[config.mk]
export PLATFORM = sky130hd
export DESIGN_NAME = output_stage
export DESIGN_NICKNAME = d
export VERILOG_FILES = /design/src/verilog/cpu7_core_pkg.sv /design/src/verilog/output_stage.sv
export SDC_FILE = /design/constraint.sdc
export NUM_CORES = 1
export LEC_CHECK = 0
export ABC_AREA = 1
export BUFFER_PORTS_ARGS = -buffer_cell sky130_fd_sc_hd__buf_2
export CAP_MARGIN = 20
export CORE_MARGIN = 3
export CORE_UTILIZATION = 41
export DETAILED_ROUTE_END_ITERATION = 8
export GPL_ROUTABILITY_DRIVEN = 0
export GPL_TIMING_DRIVEN = 0
export PLACE_DENSITY = 0.82
export SETUP_SLACK_MARGIN = 0.4
export SLEW_MARGIN = 20
export SYNTH_ARGS = -nofsm -noshare
export SYNTH_HDL_FRONTEND = slang
export SYNTH_SLANG_ARGS = --single-unit
[constraint.sdc]
create_clock -name clk -period 3.5 [get_ports clk]
set_input_delay 0.7 -clock clk [delete_from_list [all_inputs] [get_ports clk]]
set_output_delay 0.7 -clock clk [all_outputs]
set_load 0.005 [all_outputs]
[src/verilog/cpu7_core_pkg.sv]
// two cores share one 1024-word program in 256-word regions; stack pointer wraps unchecked
package cpu7_core_pkg;

	localparam int CORES = 2;
	localparam int CORE_IDX_W = (CORES > 1) ? $clog2(CORES) : 1;
	localparam int VALUE_W = 56;                    // four 14-bit chunks
	localparam int OFFSET_W = $clog2(VALUE_W) + 1;  // accumulator bit offset
	localparam int STACK_DEPTH = 8;
	localparam int SP_W = $clog2(STACK_DEPTH);
	localparam int REGION_SIZE = 256;               // words per core region

	// binary ops combine second-from-top with top
	typedef enum logic [3:0] {
		OP_NOP  = 4'h0,
		OP_ADD  = 4'h1,
		OP_SUB  = 4'h2,
		OP_AND  = 4'h3,
		OP_XOR  = 4'h4,
		OP_DUP  = 4'h5,
		OP_DROP = 4'h6,
		OP_SWAP = 4'h7,
		OP_OUT  = 4'h8,
		OP_HALT = 4'h9
	} opcode_e;

	typedef struct packed {
		logic               push_en;
		logic [VALUE_W-1:0] push_value;
		logic               instr_en;
		opcode_e            opcode;
		logic               pc_step;
	} core_cmd_t;

	typedef struct packed {
		logic               out_en;
		logic [VALUE_W-1:0] out_value;
	} core_out_t;

endpackage

[src/verilog/output_stage.sv]
// expects at most one out_en per cycle; value and core index hold until the next out_valid
`timescale 1ns/100ps

module output_stage
	import cpu7_core_pkg::*;
(
	input  logic                  clk,
	input  logic                  rst_n,
	input  core_out_t             core_out [CORES],
	input  logic [CORES-1:0]      halted,
	output logic                  out_valid,
	output logic [VALUE_W-1:0]    out_value,
	output logic [CORE_IDX_W-1:0] out_core,
	output logic                  done
);

logic any_out;
logic [CORE_IDX_W-1:0] sel;

always_comb begin
	any_out = 1'b0;
	sel = '0;
	for (int i = CORES - 1; i >= 0; i--) begin  // lowest index wins
		if (core_out[i].out_en) begin
			any_out = 1'b1;
			sel = CORE_IDX_W'(i);
		end
	end
end

always_ff @(posedge clk) begin
	if (!rst_n) begin
		out_valid <= 1'b0;
		done <= 1'b0;
	end else begin
		out_valid <= any_out;
		done <= &halted;
	end
end

always_ff @(posedge clk) begin
	if (any_out) begin
		out_value <= core_out[sel].out_value;
		out_core <= sel;
	end
end

endmodule

* Word level (Yosys, flattened, before mapping) *
Index checks and enable logic that the tools add are counted.

cells by class
  shifts and indexed selects = 0
  muxes and demuxes = 6
  reduce and logical (&&, ||, !) cells = 1
  divide/modulo/power cells = 0
  order comparisons = 1
  equal/unequal tests = 0
  bitwise operators = 1
  add/sub/neg operators = 0
  multiply operators = 0

operator list
  kind                  count
  $mux W56              3
  $mux W1               3
  $ge A2 B2 Y1 const B  1
  $not A1 Y2            1
  $reduce_and A2 Y1     1

storage, ports and cells
  register bits after elaboration = 59
  memories kept = 0
  latch bits = 0
  bits in read-only memories = 0
  output and inout port bits = 59
  memory bits (writable) = 0
  logic and storage cells = 13
  bits of input ports = 118

* Logic depth before layout (Yosys ltp) *
Gate-level depths: netlist of the first run.

  depth in word-level cells = 6
  gate-level depth with buffers = 6
  gate-level depth less buffers = 4

* Least setup slack after synthesis of the first run *
Ideal clock, no wire load.

  path kind = input port to flip-flop
  start = input core_out[113] in the netlist's numbering
  end = register out_core (enable)
  arrival time = 2.026 ns
  data required time = 2.858 ns
  stages on the path = 3
  setup time = 0.642 ns
  path buffers = 1
  slack = 0.832 ns
  path through = inv_2 -> clkbuf_1 -> nand2_1

on the way
  cells in the longest elaborated chain, start to end = 1

RTL lines
  item                  line                source
  start, declared       output_stage.sv:9   input core_out_t core_out [CORES],
  $mux W1               output_stage.sv:24  if (core_out[i].out_en) begin
  net any_out           output_stage.sv:17  logic any_out;
  end signal, assigned  output_stage.sv:44  out_core <= sel;
  end, declared         output_stage.sv:13  output logic [CORE_IDX_W-1:0] out_core,

The timed path passes the listed nets, and every way through them passes these cells.
A chain may end at the register's enable or synchronous reset.

* Worst setup path after layout of the first run *
  start = input core_out[113] in the netlist's numbering
  end = register out_value[30] (enable)

on the way
  cells in the longest elaborated chain, start to end = 1

RTL lines
  item                  line                source
  $mux W1               output_stage.sv:24
  net any_out           output_stage.sv:17
  end signal, assigned  output_stage.sv:43  out_value <= core_out[sel].out_value;
  end, declared         output_stage.sv:12  output logic [VALUE_W-1:0] out_value,

The timed path passes the listed nets, and every way through them passes these cells.

==> results of run 1 <==
-- flip-flops by register name, summed over array words and instances, names as in the netlist --
name       flops
done           1
out_core       1
out_valid      1
out_value     56
-- synthesized netlist by cell type (all sizes together) --
cell / instances
edfxtp: 57
nor2: 1
dfxtp: 2
buf: 12
a21oi: 1
inv: 4
nand3: 56
nand2: 115
clkbuf: 6
-- path summary, 6_finish.rpt --
kind  cells after the start       endpoint  slack (ps)
max                       4  out_value[30]        1540
min                       3           done         620
-- cell families (layout without fill, tap and decap cells) --
family	count (synthesis)	in the layout
compound gates	1	1
buf+inv	22	214
flops	59	59
simple gates	172	172
-- power breakdown --
part,internal [mW],switching [mW],total [mW],leakage [nW]
clock network,0.246,0.242,0.489,0.0773
logic,0.127,0.136,0.263,1.27
registers,0.865,0.0182,0.883,0.602
total,1.24,0.397,1.63,1.95
-- final cells by class --
type                    instances  share of cell area (%)
plain buffers                  18                   2.428
clock buffers                  11                   3.540
clock inverters                 5                  0.5394
inverters                       4                  0.4046
multi-input cells             173                   19.62
flip-flops and latches         59                   47.20
well taps                      75                   2.529
repair buffers                176                   23.74
-- per-stage QoR --
step	util (%)	worst slack, ps	cell area [um^2]	hold slack, ps	power, mW
6_report	61.95	1542	3711	620.4	1.635
3_3_place_gp	59.29	3.988	3552	949.1	1.154
3_5_place_dp	59.42	1199	3560	950.8	1.165
2_1_floorplan	-	832.0	2577	813.8	0.9964
4_1_cts	61.95	1542	3711	606.7	1.649
5_1_grt	61.95	1417	3711	627.7	1.720
-- per-layer routing --
layer | wire length [um] | global-route usage [%]
met5 | 0 | 0
met4 | 97 | 6.619
met3 | 657 | 7.087
met2 | 3617 | 34.11
met1 | 2910 | 24.51
==> metrics, run 1 <==
outcome=finished, final reports clean; Peak supply drop=242.9 uV; Max Slew Vio Count=0; cell-by-cell trace of the critical path=buf_2 -> inv_2 -> clkbuf_1 -> nand2_4; number of warnings reported in the yosys synthesis log=0; fillers=just over 500; synthesized-area fraction occupied by ao, oa, aoi and oai cells=0.1942%; hold wc startpoint=halted[1]; via density per instance=about 4.7; most common cell after layout, fill and taps aside=sky130_fd_sc_hd__buf_2; Max Clock Freq=between 500 and 600 MHz; leakage power total=~2.0 nW; routed wirelength normalized by instance count=approximately 14 um; area fraction of the dominant cell type after synthesis=about two thirds; Unique masters post-synth=11; starting density of the core=between 40% and 50%; post-synthesis cell type with the largest combined area=sky130_fd_sc_hd__edfxtp_1; power per cell area=440.5 mW/mm^2; count of state elements after synthesis=59; simple-gate area share of the yosys netlist=approximately 28%; Chip Height=approximately 85 um; Area Growth Syn to Fin=43.98%; TritonCTS clock tree=built; Final Cycle Share=55.95%; maximum net fanout on the critical path=57; wire length reported by the detailed router=7282 um; area of the mapped netlist=0.002577 mm^2; sum of buffers and inverters on the critical path=3; net count after synthesis=between 300 and 400; critical path data arrival time=between 1500 and 2000 ps; Avg Cell Area, Syn=a little over 10 um^2; number of cells after detailed placement=roughly 510; delay contributed by the slowest stage of the critical path=540 ps; ant diodes=0; std cell rows=28; post-synthesis xor/xnor area fraction=0%; type of destination of the critical path=flip-flop; startpoint class of the critical path=input pin; headroom to the max-slew limit=50.48%; sum of negative setup slack=0 ps; commonest non-fill, non-tap cells in the layout=185 x sky130_fd_sc_hd__buf_2, 114 x sky130_fd_sc_hd__nand2_1, 57 x sky130_fd_sc_hd__edfxtp_1; maximum buffer depth of the clock tree=2; number of global-route vias before repair=~2.4k; detailed placer's ending HPWL=around 5600 um; endpoints failing hold=0; portion of netlist area occupied by mux cells=0%; source of the critical timing path=core_out[113]; post-synthesis share of cell area spent on full adders, half adders and majority gates=0%; transition time at the pin with the least slew margin=around 740 ps; area taken by multi-input logic gates=about 730 um^2; final number of setup-violating endpoints=0; global-route congestion overflow total=0; TritonCTS Buffers=9; die boundary width=85.29 um; Worst Path Required=around 3400 ps; count of TritonRoute iterations in the first routing pass=4; setup repair after global routing missed its margin=false; cell with the biggest individual delay on the critical path=sky130_fd_sc_hd__nand2_4; buffers inserted during post-CTS setup optimization=0; type of the worst min-delay path=input pin to flip-flop; time the final worst path needs with I/O delays and setup=about 2000 ps; remaining routing DRC violations=0; die area=slightly above 0.007 mm^2; cell family contributing the most delay on the critical path=buffers and inverters; Storage cell area=between 0.0015 and 0.002 mm^2; quantity of gates resized following cts=0; net count reported at finish=approximately 560; hold buffer count at CTS=0; Floorplan Core Area=0.005991 mm^2; root buffer cell=sky130_fd_sc_hd__clkbuf_8; number of antenna violations at the first check in global routing=0; number of buffer cells added on primary ports=176; synthesized netlist cell count=~250; violation count after the first detailed-routing iteration=134; critical path class=input pin to flip-flop; Clk pin slew, worst setup/hold paths=about 60 ps; Vias=roughly 2.4k; pin count of the biggest net entering global routing=between 50 and 60; H-tree depth=3; TritonCTS Sinks=59; sequential fraction of the synthesis area=67.96%; combined global-route utilization of all metal layers=20.34%; share of layout cells above drive strength 1=about 45%; wire length of the first global-routing pass=about 11000 um; number of standard cells in the final layout excluding fillers=about 520; Antenna Nets Post-Route=0; largest family of logic cells by synthesized area=simple AND/OR/NAND/NOR gates; largest cells by area after synthesis=sky130_fd_sc_hd__edfxtp_1 66%, sky130_fd_sc_hd__nand2_1 17%, sky130_fd_sc_hd__nand3_1 11%; I/O pin total=roughly 180; Max Cap Viol=0
No activity file was read; power rests on OpenSTA's default activity.
==> inputs of run 2 (changes only) <==
==> constraint.sdc (replaced) <==
create_clock -name clk -period 1.9 [get_ports clk]
set_input_delay 0.38 -clock clk [delete_from_list [all_inputs] [get_ports clk]]
set_output_delay 0.38 -clock clk [all_outputs]
set_load 0.005 [all_outputs]
==> metrics, run 2 (same netlist as run 1, synthesis figures left out) <==
time the final worst path needs with I/O delays and setup=between 1000 and 1500 ps; die area=0.007274 mm^2 (unchanged); combined global-route utilization of all metal layers=20.07% (-0.28 points); Area Growth Syn to Fin=43.88% (about the same); cell with the biggest individual delay on the critical path=sky130_fd_sc_hd__nand2_8; instance area at placement=0.003568 mm^2 (+0.25%); sequential share of power=54.3% (+0.3 points); hold path depth=3 (unchanged); remaining routing DRC violations=0 (unchanged); share of layout cells above drive strength 1=45.15% (+0.30 points); global-route congestion overflow total=0 (unchanged); part of the power in combinational logic=16.3% (+0.2 points); outcome=finished, final reports clean; violation count after the first detailed-routing iteration=101 (-25%); TritonCTS Buffers=9 (unchanged); via density per instance=4.772 (+2.0%); routed wirelength normalized by instance count=14.21 um (+1.7%); pin count of the biggest net entering global routing=58 (unchanged); Vias=2472 (+1.4%); cell family contributing the most delay on the critical path=buffers and inverters; Max Slew Vio Count=0 (unchanged); maximum net fanout on the critical path=57 (unchanged); ant diodes=0 (unchanged); sum of negative setup slack=0 ps (unchanged); number of global-route vias before repair=2403 (unchanged); clock network fraction of design power=29.4% (-0.5 points); wire length reported by the detailed router=7360 um (+1.1%); NetSw=0.7209 mW (+82%); leakage power total=1.945 nW (-0.36%); Cell Int Power=2.276 mW (+84%); number of antenna violations at the first check in global routing=0 (unchanged); final std cell area, no fill=0.003709 mm^2 (about the same); Max Cap Viol=0 (unchanged); detailed placer's ending HPWL=5515 um (-0.89%); I/O pin total=177 (unchanged); starting density of the core=43.02% (unchanged); Floorplan Core Area=0.005991 mm^2 (unchanged); H-tree depth=3 (unchanged); sum of buffers and inverters on the critical path=3 (unchanged); net switching fraction of the power=24.05% (-0.21 points); hold wc startpoint=rst_n; root buffer cell=sky130_fd_sc_hd__clkbuf_8; Worst Path Required=1870 ps (-1520 ps); TritonCTS clock tree=built; Final Cycle Share=about two thirds; net count reported at finish=559 (unchanged); cell-by-cell trace of the critical path=buf_2 -> buf_2 -> inv_1 -> nand2_8; startpoint class of the critical path=input pin; critical path data arrival time=1270 ps (-580 ps); Max Clock Freq=just under 800 MHz; headroom to the max-slew limit=68.58% (+18 points); power per cell area=808.2 mW/mm^2 (+83%); delay contributed by the slowest stage of the critical path=340 ps (-200 ps); buffers inserted during post-CTS setup optimization=0 (unchanged); wire length of the first global-routing pass=11280 um (-0.55%); die boundary width=85.29 um (unchanged); Clk pin slew, worst setup/hold paths=60 ps (about the same); critical path class=input pin to flip-flop; quantity of gates resized following cts=1 (+1); commonest non-fill, non-tap cells in the layout=185 x sky130_fd_sc_hd__buf_2, 114 x sky130_fd_sc_hd__nand2_1, 57 x sky130_fd_sc_hd__edfxtp_1; most common cell type on the critical path=sky130_fd_sc_hd__buf_2; final number of setup-violating endpoints=0 (unchanged); Min-Delay Endpoint=out_valid; count of TritonRoute iterations in the first routing pass=4 (unchanged); largest register by flop count=out_value; TritonCTS Sinks=59 (unchanged); type of the worst min-delay path=input pin to flip-flop; Peak supply drop=398.2 uV (+64%); std cell rows=28 (unchanged); hold buffer count at CTS=0 (unchanged); most common cell after layout, fill and taps aside=sky130_fd_sc_hd__buf_2; maximum buffer depth of the clock tree=2 (unchanged); transition time at the pin with the least slew margin=471.3 ps (-271.6 ps); Chip Height=85.29 um (unchanged); endpoints failing hold=0 (unchanged); fillers=537 (+6.1%); Antenna Nets Post-Route=0 (unchanged); max FFs per register=56 (unchanged); type of destination of the critical path=flip-flop; number of buffer cells added on primary ports=176 (unchanged); setup repair after global routing missed its margin=false
run 2: cell types whose count changed in the layout (fill, tap and decap cells not counted):
cell / previous run / this run
sky130_fd_sc_hd__nand2_8: 0 / 1
sky130_fd_sc_hd__nand2_4: 1 / 0
sky130_fd_sc_hd__clkinv_2: 1 / 0
sky130_fd_sc_hd__clkinv_1: 4 / 1
sky130_fd_sc_hd__clkbuf_2: 0 / 1
run 2: worst max-delay path by stage:
stage,cells after the start,slack (ps),start,end
CTS,4,620,core_out[56],out_value[20]
detailed placement,4,20,core_out[113],out_value[24]
finish,4,600,core_out[56],out_value[1]
global route,4,530,core_out[56],out_value[34]
global placement,4,30,core_out[113],out_value[5]
floorplan,3,450,core_out[113],out_core
run 2: area by class of cell:
type,count,area (um^2),share of cell area (%)
well taps,75,93.84,2.530
clock buffers,12,135.1,3.644
clock inverters,1,3.754,0.1012
multi-input cells,173,737.0,19.87
plain buffers,18,91.34,2.463
flip-flops and latches,59,1752,47.23
inverters,4,15.01,0.4049
repair buffers,176,880.8,23.75
run 2: layer usage:
layer | vias to the layer above | share of wire (%) | track usage (%)
met5 | - | 0 | 0
li1 | 1230 | - | -
met1 | 1097 | 38 | 23.23
met2 | 133 | 50 | 33.90
met3 | 12 | 10 | 6.505
met4 | 0 | 1.6 | 8.921
run 2: power by group through the flow:
stage               combinational, mW  clock (mW)  sequential, mW
finish                          0.487       0.883            1.63
global placement                0.478           0            1.65
detailed placement              0.493           0            1.65
CTS                             0.495       0.904            1.63
global route                    0.547       0.974            1.64
floorplan                       0.160           0            1.68
run 2: per-stage QoR:
stage,cells,hold WS [ps],total power [mW],setup slack [ps],util [%]
after floorplan,254,493.8,1.837,453.1,-
after global placement,505,624.8,2.124,26.76,59.57
after detailed placement,505,627.1,2.147,18.34,59.57
after CTS,518,280.6,3.027,615.6,61.90
after global routing,518,289.6,3.161,532.0,61.90
final,518,294.2,2.997,599.9,61.90
