File: src/verilog/cpu7_core_pkg.sv
// two cores share one 1024-word program in 256-word regions; stack pointer wraps unchecked
package cpu7_core_pkg;

	localparam int CORES = 2;
	localparam int CORE_IDX_W = (CORES > 1) ? $clog2(CORES) : 1;
	localparam int VALUE_W = 56;                    // four 14-bit chunks
	localparam int OFFSET_W = $clog2(VALUE_W) + 1;  // accumulator bit offset
	localparam int STACK_DEPTH = 8;
	localparam int SP_W = $clog2(STACK_DEPTH);
	localparam int REGION_SIZE = 256;               // words per core region

	// binary ops combine second-from-top with top
	typedef enum logic [3:0] {
		OP_NOP  = 4'h0,
		OP_ADD  = 4'h1,
		OP_SUB  = 4'h2,
		OP_AND  = 4'h3,
		OP_XOR  = 4'h4,
		OP_DUP  = 4'h5,
		OP_DROP = 4'h6,
		OP_SWAP = 4'h7,
		OP_OUT  = 4'h8,
		OP_HALT = 4'h9
	} opcode_e;

	typedef struct packed {
		logic               push_en;
		logic [VALUE_W-1:0] push_value;
		logic               instr_en;
		opcode_e            opcode;
		logic               pc_step;
	} core_cmd_t;

	typedef struct packed {
		logic               out_en;
		logic [VALUE_W-1:0] out_value;
	} core_out_t;

endpackage

File: src/verilog/cpu7_word_pkg.sv
// 16-bit program word, type in bits 15:14; compile after cpu7_core_pkg for the opcode type
package cpu7_word_pkg;
	import cpu7_core_pkg::*;

	localparam int PAYLOAD_W = 14;
	localparam int ADDR_W = 10;
	localparam int PROGRAM_SIZE = 1024;

	typedef enum logic [1:0] {
		WT_DNL = 2'b00,  // data chunk, more follows
		WT_PSH = 2'b01,  // final chunk, push the value
		WT_CPU = 2'b10,  // instruction
		WT_IGN = 2'b11   // skipped
	} word_type_e;

	// data reading of a word
	typedef struct packed {
		word_type_e           wtype;
		logic [PAYLOAD_W-1:0] payload;
	} data_view_t;

	// instruction reading, opcode in the low bits
	typedef struct packed {
		word_type_e                             wtype;
		logic [PAYLOAD_W-$bits(opcode_e)-1:0]   spare;
		opcode_e                                opcode;
	} instr_view_t;

	typedef union packed {
		data_view_t  data;
		instr_view_t instr;
	} prog_word_u;

endpackage

File: src/verilog/word_sequencer.sv
// at most four data chunks per value, extra chunks are dropped; stops once every core halts
`timescale 1ns/100ps

module word_sequencer
	import cpu7_word_pkg::*, cpu7_core_pkg::*;
(
	input  logic                  clk,
	input  logic                  rst_n,
	input  prog_word_u            word,
	input  logic [CORES-1:0]      core_busy,
	input  logic [CORES-1:0]      core_halted,
	output logic [CORES-1:0]      core_en,
	output core_cmd_t             cmd,
	output logic [CORE_IDX_W-1:0] active_core
);

typedef enum logic [2:0] {
	S_READ,
	S_DECODE,
	S_WAIT,
	S_NEXT_CORE,
	S_STOP
} seq_state_e;

seq_state_e state;
prog_word_u word_r;              // word taken in READ
logic [VALUE_W-1:0] accum;
logic [OFFSET_W-1:0] bit_offset;
logic turn_end;                  // push or instruction ends the turn
logic [CORE_IDX_W-1:0] next_core;
logic any_live;

assign core_en = CORES'(1) << active_core;

// nearest following core still running, the active one last
always_comb begin
	next_core = active_core;
	any_live = 1'b0;
	for (int k = CORES; k >= 1; k--) begin
		if (!core_halted[(int'(active_core) + k) % CORES]) begin
			next_core = CORE_IDX_W'((int'(active_core) + k) % CORES);
			any_live = 1'b1;
		end
	end
end

// pulses only during DECODE
always_comb begin
	cmd = '0;
	if (state == S_DECODE) begin
		cmd.pc_step = 1'b1;
		cmd.push_en = (word_r.data.wtype == WT_PSH);
		cmd.instr_en = (word_r.instr.wtype == WT_CPU);
	end
	cmd.push_value = accum;
	cmd.opcode = word_r.instr.opcode;
end

always_ff @(posedge clk) begin
	if (state == S_READ)
		word_r <= word;
end

always_ff @(posedge clk) begin
	if (!rst_n) begin
		state <= S_READ;
		active_core <= '0;
		accum <= '0;
		bit_offset <= '0;
		turn_end <= 1'b0;
	end else begin
		case (state)
		S_READ: begin
			turn_end <= (word.data.wtype == WT_PSH) || (word.data.wtype == WT_CPU);
			// chunks go in lowest first, ignore and instruction words leave the value alone
			if ((word.data.wtype == WT_DNL) || (word.data.wtype == WT_PSH)) begin
				accum <= accum | (VALUE_W'(word.data.payload) << bit_offset);
				bit_offset <= bit_offset + OFFSET_W'(PAYLOAD_W);
			end
			state <= S_DECODE;
		end
		S_DECODE:
			state <= S_WAIT;
		S_WAIT: begin
			if (!core_busy[active_core])  // busy is high on the first WAIT cycle
				state <= turn_end ? S_NEXT_CORE : S_READ;
		end
		S_NEXT_CORE: begin
			accum <= '0;
			bit_offset <= '0;
			if (any_live) begin
				active_core <= next_core;
				state <= S_READ;
			end else begin
				state <= S_STOP;
			end
		end
		S_STOP:
			state <= S_STOP;  // all cores halted
		default:
			state <= S_READ;
		endcase
	end
end

endmodule
File: config.mk
export PLATFORM = sky130hd
export DESIGN_NAME = word_sequencer
export DESIGN_NICKNAME = d
export VERILOG_FILES = /design/src/verilog/cpu7_core_pkg.sv /design/src/verilog/cpu7_word_pkg.sv /design/src/verilog/word_sequencer.sv
export SDC_FILE = /design/constraint.sdc
export NUM_CORES = 1
export LEC_CHECK = 0
export ABC_AREA = 0
export BUFFER_PORTS_ARGS = -buffer_cell sky130_fd_sc_hd__buf_2
export CAP_MARGIN = 20
export CORE_ASPECT_RATIO = 1.5
export CORE_MARGIN = 10
export CORE_UTILIZATION = 49
export CTS_CLUSTER_SIZE = 10
export DETAILED_ROUTE_END_ITERATION = 10
export MAX_ROUTING_LAYER = met4
export PLACE_DENSITY_LB_ADDON = 0.05
export SLEW_MARGIN = 10
export SYNTH_ARGS = -nofsm -noshare
export SYNTH_HDL_FRONTEND = slang
export SYNTH_SLANG_ARGS = --single-unit
File: constraint.sdc
create_clock -name clk -period 1.8 [get_ports clk]
set_input_delay 0.45 -clock clk [delete_from_list [all_inputs] [get_ports clk]]
set_output_delay 0.45 -clock clk [all_outputs]
set_load 0.005 [all_outputs]
-- After elaboration in Yosys (flattened, before gate mapping)
Index checks and enable logic that the tools add are counted.
Widths: inputs -> output; s select.
- flip-flop bits (word level): 84
- input port bits: 22
- logic and storage cells: 58
- reduce and logical (&&, ||, !) cells: 7
- magnitude comparators: 3
- equal/unequal tests: 11
- shifts and indexed selects: 2
- mux-type cells: 23
- add/subtract/negate cells: 3
- bitwise gates (word level): 3
- operators by type and width (operator ; count):
    $pmux 56 s2 ; 1
    $mux 56 ; 1
    $or 56x56->56 ; 1
    $shl 14x7->56 ; 1
    $mux 1 ; 15
    $pmux 3 s5 ; 1
    $pmux 7 s2 ; 1
    $add 7x4->7 const B ; 1
    $mux 7 ; 1
    $eq 3x2->1 const B ; 2
    $lt 2x3->1 const B ; 2
    $mux 3 ; 2
    $eq 2x1->1 const B ; 2
    $eq 2x2->1 const B ; 2
    $ne 2x2->1 const B ; 2
    $eq 3x1->1 const B ; 1
    $eq 3x3->1 const B ; 1
    $logic_not 3->1 ; 1
    $reduce_and 3->1 ; 1
    $add 1x1->1 const B ; 2
    $and 1x1->1 const A ; 2
    $logic_not 2->1 ; 1
    $logic_or 1x1->1 ; 2
    $lt 1x2->1 const B ; 1
    5 further kinds ; 5

-- Logic depth before layout (Yosys ltp)
Gate-level depths: netlist of run 1.
- word-level depth: 9
- depth in mapped cells: 8
- mapped depth without buffers: 6

-- Worst setup path before layout of run 1
Ideal clock, no wire load.
- path type: input to register
- from: input word[14] (netlist bit)
- to: register accum[47]
- data arrival time: 1651 ps
- setup slack: 31 ps
- cell stages on the path: 7
- library setup time: 117 ps
- path buffers: 1
- cell sequence: inv_1 > ha_1 > or2_1 > and3_1 > and3_1 > clkbuf_1 > a32o_1
- cells in the longest elaborated chain, start to end: 4
- elaborated cells between the ends (all ways): 5
- RTL lines (what ; line ; RTL):
    start, declared ; word_sequencer.sv:9 ; input prog_word_u word,
    $eq 2x1->1 / $logic_not 2->1 (equally long branches) ; word_sequencer.sv:76 ; if ((word.data.wtype == WT_DNL) || (word.data.wtype == WT_PSH)) begin
    $logic_or 1x1->1 (*) ; word_sequencer.sv:76 ;
    $ne 2x1->1 (no source line) (*) ; -- ;
    $reduce_and 2->1 (no source line) (*) ; -- ;
    end signal, assigned ; word_sequencer.sv:77 ; accum <= accum | (VALUE_W'(word.data.payload) << bit_offset);
    end, declared ; word_sequencer.sv:27 ; logic [VALUE_W-1:0] accum;
Mark *: on every way between the ends. The rest lies on a longest branch, timed or not.
A chain may end at the register's enable or synchronous reset.

-- Final worst setup path of run 1
- from: register bit_offset[2]
- to: register accum[13]
- cells in the longest elaborated chain, start to end: 4
- RTL lines (what ; line ; RTL):
    start, declared ; word_sequencer.sv:28 ; logic [OFFSET_W-1:0] bit_offset;
    start signal, assigned ; word_sequencer.sv:78 ; bit_offset <= bit_offset + OFFSET_W'(PAYLOAD_W);
    $shl 14x7->56 ; word_sequencer.sv:77 ;
    $or 56x56->56 ; word_sequencer.sv:77 ;
    $mux 56 ; word_sequencer.sv:76 ;
    $pmux 56 s2 ; word_sequencer.sv:72 ; case (state)
Every way passes these cells. The select of a mux whose other input is x is not followed.

==> impl_metrics.ini, run 1 <==
[finish]
fin_nets = 548
layout.cells.non_filler = 630
drive_above_1_share_pct = 37.3
multi_input_comb_area_sq_um = 2000
utilization_pct = 65.9
syn2layout_area_growth_pct = 32.1
fillers = 690
post-route-cell-area_sq_um = 4950
num_antenna_cells = 0
regArea_sq_um = 1530

[global_routing]
grt_max_degree = 25
grt_pass1_wl_mm = 19.2
antenna_found_initial = 0
grt_use_total_pct = 21.3
grt_pass1_vias = 3653
grt.overflow.total = 0

[place]
place_congestion = 0.978
place_area_sq_um = 4630
dp.cells = 612
dp_hpwl_mm = 9.59
port_buffers = 87
dp_slack_ps = -266

[floorplanning]
core_area_sq_um = 7510
die-area_sq_um = 11600
rows = 39
dieHeight_um = 127
die_w_um = 91.4
ios = 88
start_util_pct = 49.9

[synth]
seq_area_frac_synth_pct = 40.6
synth_nets = 422
synthFlopType = dfxtp_1
synth_area_leaders = dfxtp_1, a22o_1, mux2i_1
ys.warnings.count = 0
synth_top_cell_by_area = dfxtp_1
async_reset_ff_share_pct = 0
syn_avg_cell_area_sq_um = 9.44
synth_edf_count = 6
ys_types = 65
synth_seq_cells = 73
netlist_area_sq_um = 3750
synth_top_area_share_pct = 35.8
syn-instance-count = 397

[timing]
worst_hold_slack_ps = 303
min_period_ps = 1760
rsz0062_at_grt = yes
tightest_slew_ps = 484
fin_crit_sh_pct = 97.7
final.setup.tns_ps = 0
fin_ws_ps = 41.6
setup_viol = 0
fmax_mhz = 569
maxSlewHeadroom_pct = 67.7
final-max-slew-violation-count = 0
hold_viol = 0
skew_ps = 5.92

[setup_path]
path_common_cell = mux2_2
path_max_fanout = 11
critical_path_class = register to register
reg2reg_slack_ps = 40
rr_startpoint = bit_offset[2]
cp_cell_sequence = buf_12 > mux2_2 > mux2_2 > mux2i_1 > buf_4 > o21ai_1
r2r_cells = 6
critPathLaunchType = register
crit_slowest_cell = mux2_2
cp-end-kind = register
required_ps = 2030
cp_data_arrival_time_ps = 1980
cpPeakStageDelay_ps = 390
r2r_end = accum[13]

[cts]
hold_buffers = 0
path_clk_slew_ps = 60
clock_path_buffers = 2
clock-root-buffer = clkbuf_16
cts_made_buffers = 9
cts.sinks = 73
clk_latency_ps = 340
cts_tree = yes
htreeDepth = 3

[pwr]
p_leak_nw = 2.17
ir_drop_v = 0.000717
finalPower_mw = 5.24
seqPwrFrac_pct = 36.3
combPwrFrac_pct = 32.4
power.density_nw_per_um2 = 1060
netSwitchingFraction_pct = 33.2
netSwitchingPower_mw = 1.74
p_int_mw = 3.50
power.share.clock_pct = 31.3

[min_path]
hold_end = word_r[15]
holdPathStages = 1
worstHoldPathType = input pin to register
min_from = word[15]

[route]
wl_per_cell_um = 19.1
first_iter_violations = 196
via_count = 3555
vias_per_cell = 5.64
postRouteAntennaNets = 0
drt-total-wl_mm = 12.0
drc = 0
drt-pass1-iter-count = 4

[flow_run]
drv_cap = 0

[status]
status = finished, final reports clean
==> cells by family (layout without fill, tap and decap cells) <==
logic type / Yosys count / count (layout) / share of synthesized area, %
and+or+nand+nor: 127 / 127 / 18.4
AOI/OAI and AO/OA: 108 / 108 / 22.5
DFF: 73 / 73 / 40.6
buffers and inverters: 47 / 178 / 6.44
muxes: 34 / 34 / 9.92
xor gates and xnor gates: 5 / 5 / 1.17
adders and majority gates: 3 / 3 / 1.00
==> per-layer routing <==
| metal | vias to the layer above | track usage [%] | part of all wire [%] |
|---|---|---|---|
| met1 | 1692 | 21.8 | 39 |
| met3 | 20 | 5.51 | 5.7 |
| li1 | 1735 | - | - |
| met2 | 108 | 37.4 | 53 |
| met4 | 0 | 9.44 | 2.9 |
| met5 | - | - | 0 |
==> synthesized netlist by cell type (all sizes together) (7+ instances only) <==
cell type	instances
nor2	21
buf	25
o22ai	8
nor3	11
inv	13
nand2	38
nand4	7
a22o	21
o21ai	18
clkbuf	9
a21oi	8
mux2i	18
mux2	15
dfxtp	67
==> power groups by stage <==
| stage | clock network (mW) | logic [mW] | registers, mW |
|---|---|---|---|
| final | 1.64 | 1.70 | 1.90 |
| after global placement | 0 | 1.66 | 1.92 |
| after detailed placement | 0 | 1.67 | 1.93 |
| after CTS | 1.66 | 1.68 | 1.90 |
| after global routing | 1.73 | 1.84 | 1.92 |
| after floorplan | 0 | 0.983 | 1.89 |
==> cell type report <==
class | count | area share, %
Sequential cell | 73 | 31.0
Clock inverter | 6 | 0.834
Clock buffer | 10 | 4.63
Inverter | 13 | 1.04
Tap cell | 102 | 2.58
Timing Repair Buffer | 149 | 19.5
Multi-Input combinational cell | 277 | 40.5
==> repair_timing <==
action                     CTS  global route
setup endpoints to repair   10            32
pin swaps                    1             1
buffers inserted             2             1
resized for setup            4            11
==> placed cells by master, fill, tap and decap left out, drive strengths merged, types with 4 or more instances in the layout <==
master  netlist  layout
buf          25     149
dfxtp        67      67
nand2        38      38
a22o         21      21
nor2         21      21
mux2i        18      18
o21ai        18      18
inv          13      16
mux2         15      15
nor3         11      11
clkbuf        9      10
a21oi         8       8
o22ai         8       8
nand4         7       7
nor2b         6       6
a32o          6       6
a221oi        6       6
edfxtp        6       6
nor3b         6       6
and2          5       5
o21a          5       5
nand3         5       5
o211ai        5       5
xnor2         5       5
nor4          5       5
nand3b        4       4
a41oi         4       4
nand2b        4       4
==> how the worst max path moves through the flow <==
stage                      to           from  slack (ps)  cells past startpoint
global placement    accum[47]       word[14]        -200                      7
CTS                   cmd[62]       state[2]         -50                      4
global route          cmd[62]       state[1]         -20                      4
floorplan           accum[47]       word[14]          30                      7
finish              accum[13]  bit_offset[2]          40                      6
detailed placement  accum[43]       word[15]        -270                      9
==> sequential cells by signal (all words and copies together) (netlist names) <==
| signal | flops |
|---|---|
| accum | 56 |
| bit_offset | 6 |
| word_r | 6 |
| state | 3 |
| active_core | 1 |
| turn_end | 1 |
==> critical path, delay by kind of cell (launching register included) <==
| kind | cells | cell delay, ps |
|---|---|---|
| muxes | 3 | 910 |
| DFF | 1 | 380 |
| AOI/OAI and AO/OA | 1 | 70 |
| buffers and inverters | 2 | 300 |
(Power assumes the default switching activity.)
==> run 2: changes to the inputs <==
--- a/config.mk
+++ b/config.mk
@@ -15,6 +15,7 @@
 export DETAILED_ROUTE_END_ITERATION = 10
 export MAX_ROUTING_LAYER = met4
 export PLACE_DENSITY_LB_ADDON = 0.05
+export SETUP_SLACK_MARGIN = 0.05
 export SLEW_MARGIN = 10
 export SYNTH_ARGS = -nofsm -noshare
 export SYNTH_HDL_FRONTEND = slang
==> run 2 against run 1 <==
The run now ends with setup timing left; global-route usage rose by 0.54 points; sequential share of layout area is 0.59 points lower; via count increased by 1.5%; flip-flop and latch count stayed put; non-clock buffer count fell by 1; clock skew up 3.8 ps.
==> impl_metrics.ini, run 2 (synthesized netlist as in run 1, its figures left out) <==
[min_path]
hold_end = word_r[15]
holdPathStages = 1
worstHoldPathType = input pin to register
min_from = word[15]

[pwr]
netSwitchingFraction_pct = 31.8
combPwrFrac_pct = 30.9
p_int_mw = 3.81
power.share.clock_pct = 34.9
netSwitchingPower_mw = 1.77
seqPwrFrac_pct = 34.2
power.density_nw_per_um2 = 1100
ir_drop_v = 0.000786
p_leak_nw = 2.21

[cts]
cts_made_buffers = 9
htreeDepth = 3
clock_path_buffers = 2
hold_buffers = 0
path_clk_slew_ps = 60
cts_tree = yes
clk_latency_ps = 340
cts.sinks = 73
clock-root-buffer = clkbuf_16

[place]
dp.cells = 611
place_area_sq_um = 4610
port_buffers = 87
dp_hpwl_mm = 9.86
dp_slack_ps = -212
place_congestion = 0.928

[global_routing]
antenna_found_initial = 0
grt.overflow.total = 0
grt_pass1_wl_mm = 19.7
grt_pass1_vias = 3749
grt_max_degree = 25
grt_use_total_pct = 21.8

[setup_path]
r2r_end = accum[37]
path_max_fanout = 3
rr_startpoint = bit_offset[2]
required_ps = 1350
r2r_cells = 4
cp_data_arrival_time_ps = 1380
critPathLaunchType = register
critical_path_class = register to output port
reg2reg_slack_ps = 110
cp-end-kind = output port

[route]
first_iter_violations = 218
via_count = 3610
drt-total-wl_mm = 12.5
postRouteAntennaNets = 0
drt-pass1-iter-count = 4
wl_per_cell_um = 19.9
drc = 0
vias_per_cell = 5.74

[flow_run]
drv_cap = 0

[finish]
layout.cells.non_filler = 629
largest_reg_flops = 56
syn2layout_area_growth_pct = 34.8
fin_nets = 547
num_antenna_cells = 0
drive_above_1_share_pct = 38.9
mostFrequentLayoutCells = buf_2, dfxtp_1, buf_4, nand2_1, a22o_1
mostFrequentLayoutCell = buf_2
largest-register = accum
post-route-cell-area_sq_um = 5050
largestRegisters = accum (56), bit_offset (6), word_r (6)

[timing]
rsz0062_at_grt = yes
fin_crit_sh_pct = 101
tightest_slew_ps = 486
fin_ws_ps = -26.5
maxSlewHeadroom_pct = 67.5
skew_ps = 9.77
min_period_ps = 1830
setup_viol = 2
fmax_mhz = 547
final-max-slew-violation-count = 0
worst_hold_slack_ps = 296
hold_viol = 0

[floorplanning]
ios = 88
dieHeight_um = 127
core_area_sq_um = 7510
die_w_um = 91.4
rows = 39
die-area_sq_um = 11600
start_util_pct = 49.9

[status]
violations = setup timing
status = complete, but fails checks
run 2: cell count changes in the layout (fill, tap and decap cells not counted), moves of 3 or more:
cell,change
buf_4,-3
a221oi_1,-3
buf_6,+3
inv_4,-3
a221oi_2,+3
run 2: per-layer routing:
layer,up-vias,track usage (%),wire length [um]
met2,130,36.6,6400
met1,1702,22.0,4730
li1,1741,-,-
met5,-,-,0
met3,37,5.98,731
met4,0,14.0,631
run 2: final cells by class:
| class | count | area (sq um) |
|---|---|---|
| multi-input cells | 277 | 2050 |
| fillers | 660 | 2460 |
| well taps | 102 | 128 |
| clock buffers | 12 | 279 |
| flip-flops and latches | 73 | 1540 |
| inverters | 13 | 48.8 |
| clock inverters | 4 | 55.1 |
| repair buffers | 148 | 955 |
run 2: per-stage QoR:
step	power, mW	setup TNS (ps)	util [%]
2_1_floorplan	2.88	0	-
3_3_place_gp	3.58	-2830	61.4
3_5_place_dp	3.59	-4440	61.4
4_1_cts	5.56	-127	66.4
5_1_grt	5.82	-140	67.2
6_report	5.58	-52.6	67.2
run 2: how the worst max path moves through the flow:
stage / cells past startpoint / to / start
CTS: 4 / cmd[62] / state[2]
detailed placement: 7 / accum[47] / word[14]
finish: 4 / cmd[5] / state[2]
global placement: 7 / accum[47] / word[14]
floorplan: 7 / accum[47] / word[14]
global route: 4 / cmd[62] / state[2]
run 2: repair_timing:
action                     CTS  global route
buffers inserted             2             0
setup endpoints to repair   40            36
gates resized for setup     10            16
cloned                       0             0
pin swaps                    2             2
run 2: critical path, stage by stage, from the launching register on:
cell      delay, ps
dfxtp_4         340
buf_6           110
nand3b_1        250
nor3b_2         190
buf_2           130
run 2: power groups by stage:
stage | Combinational, mW | Clock [mW] | Sequential [mW]
5_1_grt | 1.86 | 2.03 | 1.92
3_5_place_dp | 1.66 | 0 | 1.93
4_1_cts | 1.68 | 1.98 | 1.90
6_report | 1.72 | 1.95 | 1.91
3_3_place_gp | 1.65 | 0 | 1.93
2_1_floorplan | 0.984 | 0 | 1.89
==> run 3: changes to the inputs <==
--- a/config.mk
+++ b/config.mk
@@ -16,6 +16,7 @@
 export MAX_ROUTING_LAYER = met4
 export PLACE_DENSITY_LB_ADDON = 0.05
 export SETUP_SLACK_MARGIN = 0.05
+export SKIP_CTS_REPAIR_TIMING = 1
 export SLEW_MARGIN = 10
 export SYNTH_ARGS = -nofsm -noshare
 export SYNTH_HDL_FRONTEND = slang
==> run 3 against run 2 <==
The run still ends with setup timing left; global-route usage down 0.062 points; register-to-register slack about the same; final area down 0.17%; routed wire length down 0.56%; hold slack better by 0.63 ps; critical path type unchanged.
==> impl_metrics.ini, run 3 (synthesized netlist as in run 1, its figures left out) <==
[place]
port_buffers = 87
dp_slack_ps = -212
dp_hpwl_mm = 9.86
place_congestion = 0.928

[timing]
skew_ps = 9.76
fmax_mhz = 543
tightest_slew_ps = 410
final-max-slew-violation-count = 0
fin_crit_sh_pct = 102
hold_viol = 0
worst_hold_slack_ps = 297
setup_viol = 2
fin_ws_ps = -43.1
maxSlewHeadroom_pct = 72.6
rsz0062_at_grt = yes
min_period_ps = 1840

[route]
via_count = 3585
postRouteAntennaNets = 0
drc = 0
first_iter_violations = 251
drt-total-wl_mm = 12.4
vias_per_cell = 5.70
wl_per_cell_um = 19.7
drt-pass1-iter-count = 4

[cts]
cts.sinks = 73
cts_made_buffers = 9
clock-root-buffer = clkbuf_16
cts_tree = yes
clk_latency_ps = 340
path_clk_slew_ps = 60
clock_path_buffers = 2
htreeDepth = 3

[status]
violations = setup timing
status = complete, but fails checks

[pwr]
ir_drop_v = 0.000785
power.density_nw_per_um2 = 1100
p_leak_nw = 2.20

[floorplanning]
ios = 88
core_area_sq_um = 7510
start_util_pct = 49.9
rows = 39
die_w_um = 91.4
die-area_sq_um = 11600
dieHeight_um = 127

[global_routing]
grt.overflow.total = 0
antenna_found_initial = 0
grt_pass1_vias = 3734
grt_use_total_pct = 21.8
grt_pass1_wl_mm = 19.7
grt_max_degree = 25

[finish]
syn2layout_area_growth_pct = 34.6
utilization_pct = 67.1
fillers = 657
num_antenna_cells = 0
mostFrequentLayoutCell = buf_2
largest_reg_flops = 56
drive_above_1_share_pct = 38.9
fin_nets = 547
regArea_sq_um = 1540
mostFrequentLayoutCells = buf_2, dfxtp_1, buf_4, nand2_1, a22o_1
largest-register = accum
largestRegisters = accum (56), bit_offset (6), word_r (6)
multi_input_comb_area_sq_um = 2040

[setup_path]
cp-end-kind = output port
cp_cell_sequence = buf_6 > nand3b_1 > nor3b_2 > buf_2
cp_data_arrival_time_ps = 1390
critical_path_class = register to output port
reg2reg_slack_ps = 120
cp_num_buf_inv = 2
critPathLaunchType = register
crit_slowest_cell = dfxtp_4
path_max_fanout = 5
cpPeakStageDelay_ps = 340
critPathTopFamily = simple AND/OR/NAND/NOR gates
required_ps = 1350

[flow_run]
drv_cap = 0

[min_path]
worstHoldPathType = input pin to register
## run 3: worst paths after layout
kind | endpoint | cells after the start | start
worst max-delay path | cmd[5] | 4 | state[2]
worst min-delay path | word_r[15] | 1 | word[15]
worst max register to register | accum[37] | 4 | bit_offset[2]
worst min register to register | accum[14] | 2 | accum[14]
## run 3: cell type report
| class | count | share of cell area, % |
|---|---|---|
| clock buffer | 12 | 5.53 |
| clock inverter | 4 | 1.09 |
| inverter | 13 | 0.968 |
| multi-input combinational | 277 | 40.5 |
| sequential | 73 | 30.4 |
| tap | 102 | 2.53 |
| timing repair buffer | 148 | 18.9 |
## run 3: worst reg2reg max path, cell delays in order, from the launching register on
cell     delay [ps]
dfxtp_4         420
mux2_2          410
mux2_2          310
a22o_1          240
a22o_1          190
## run 3: where the power goes
group / switching, mW / total (mW) / internal (mW) / leakage (nW)
clock: 0.694 / 1.94 / 1.25 / 0.160
combinational: 0.947 / 1.71 / 0.766 / 1.44
sequential: 0.116 / 1.91 / 1.79 / 0.606
## run 3: layer usage
metal / up-vias / share of wire [%] / track usage, %
met1: 1697 / 38 / 21.9
li1: 1738 / - / -
met3: 35 / 5.4 / 5.98
met5: - / 0 / -
met2: 115 / 52 / 36.5
met4: 0 / 5.2 / 14.1
## run 3: per-stage QoR
step                      power [mW]  TNS [ps]  area (sq um)  std cells
after floorplan                 2.88         0          3750        397
after global placement          3.58     -2830          4610        611
after detailed placement        3.59     -4440          4610        611
after CTS                       5.55     -1950          4950        627
after global routing            5.81      -162          5040        629
final                           5.56     -83.6          5040        629
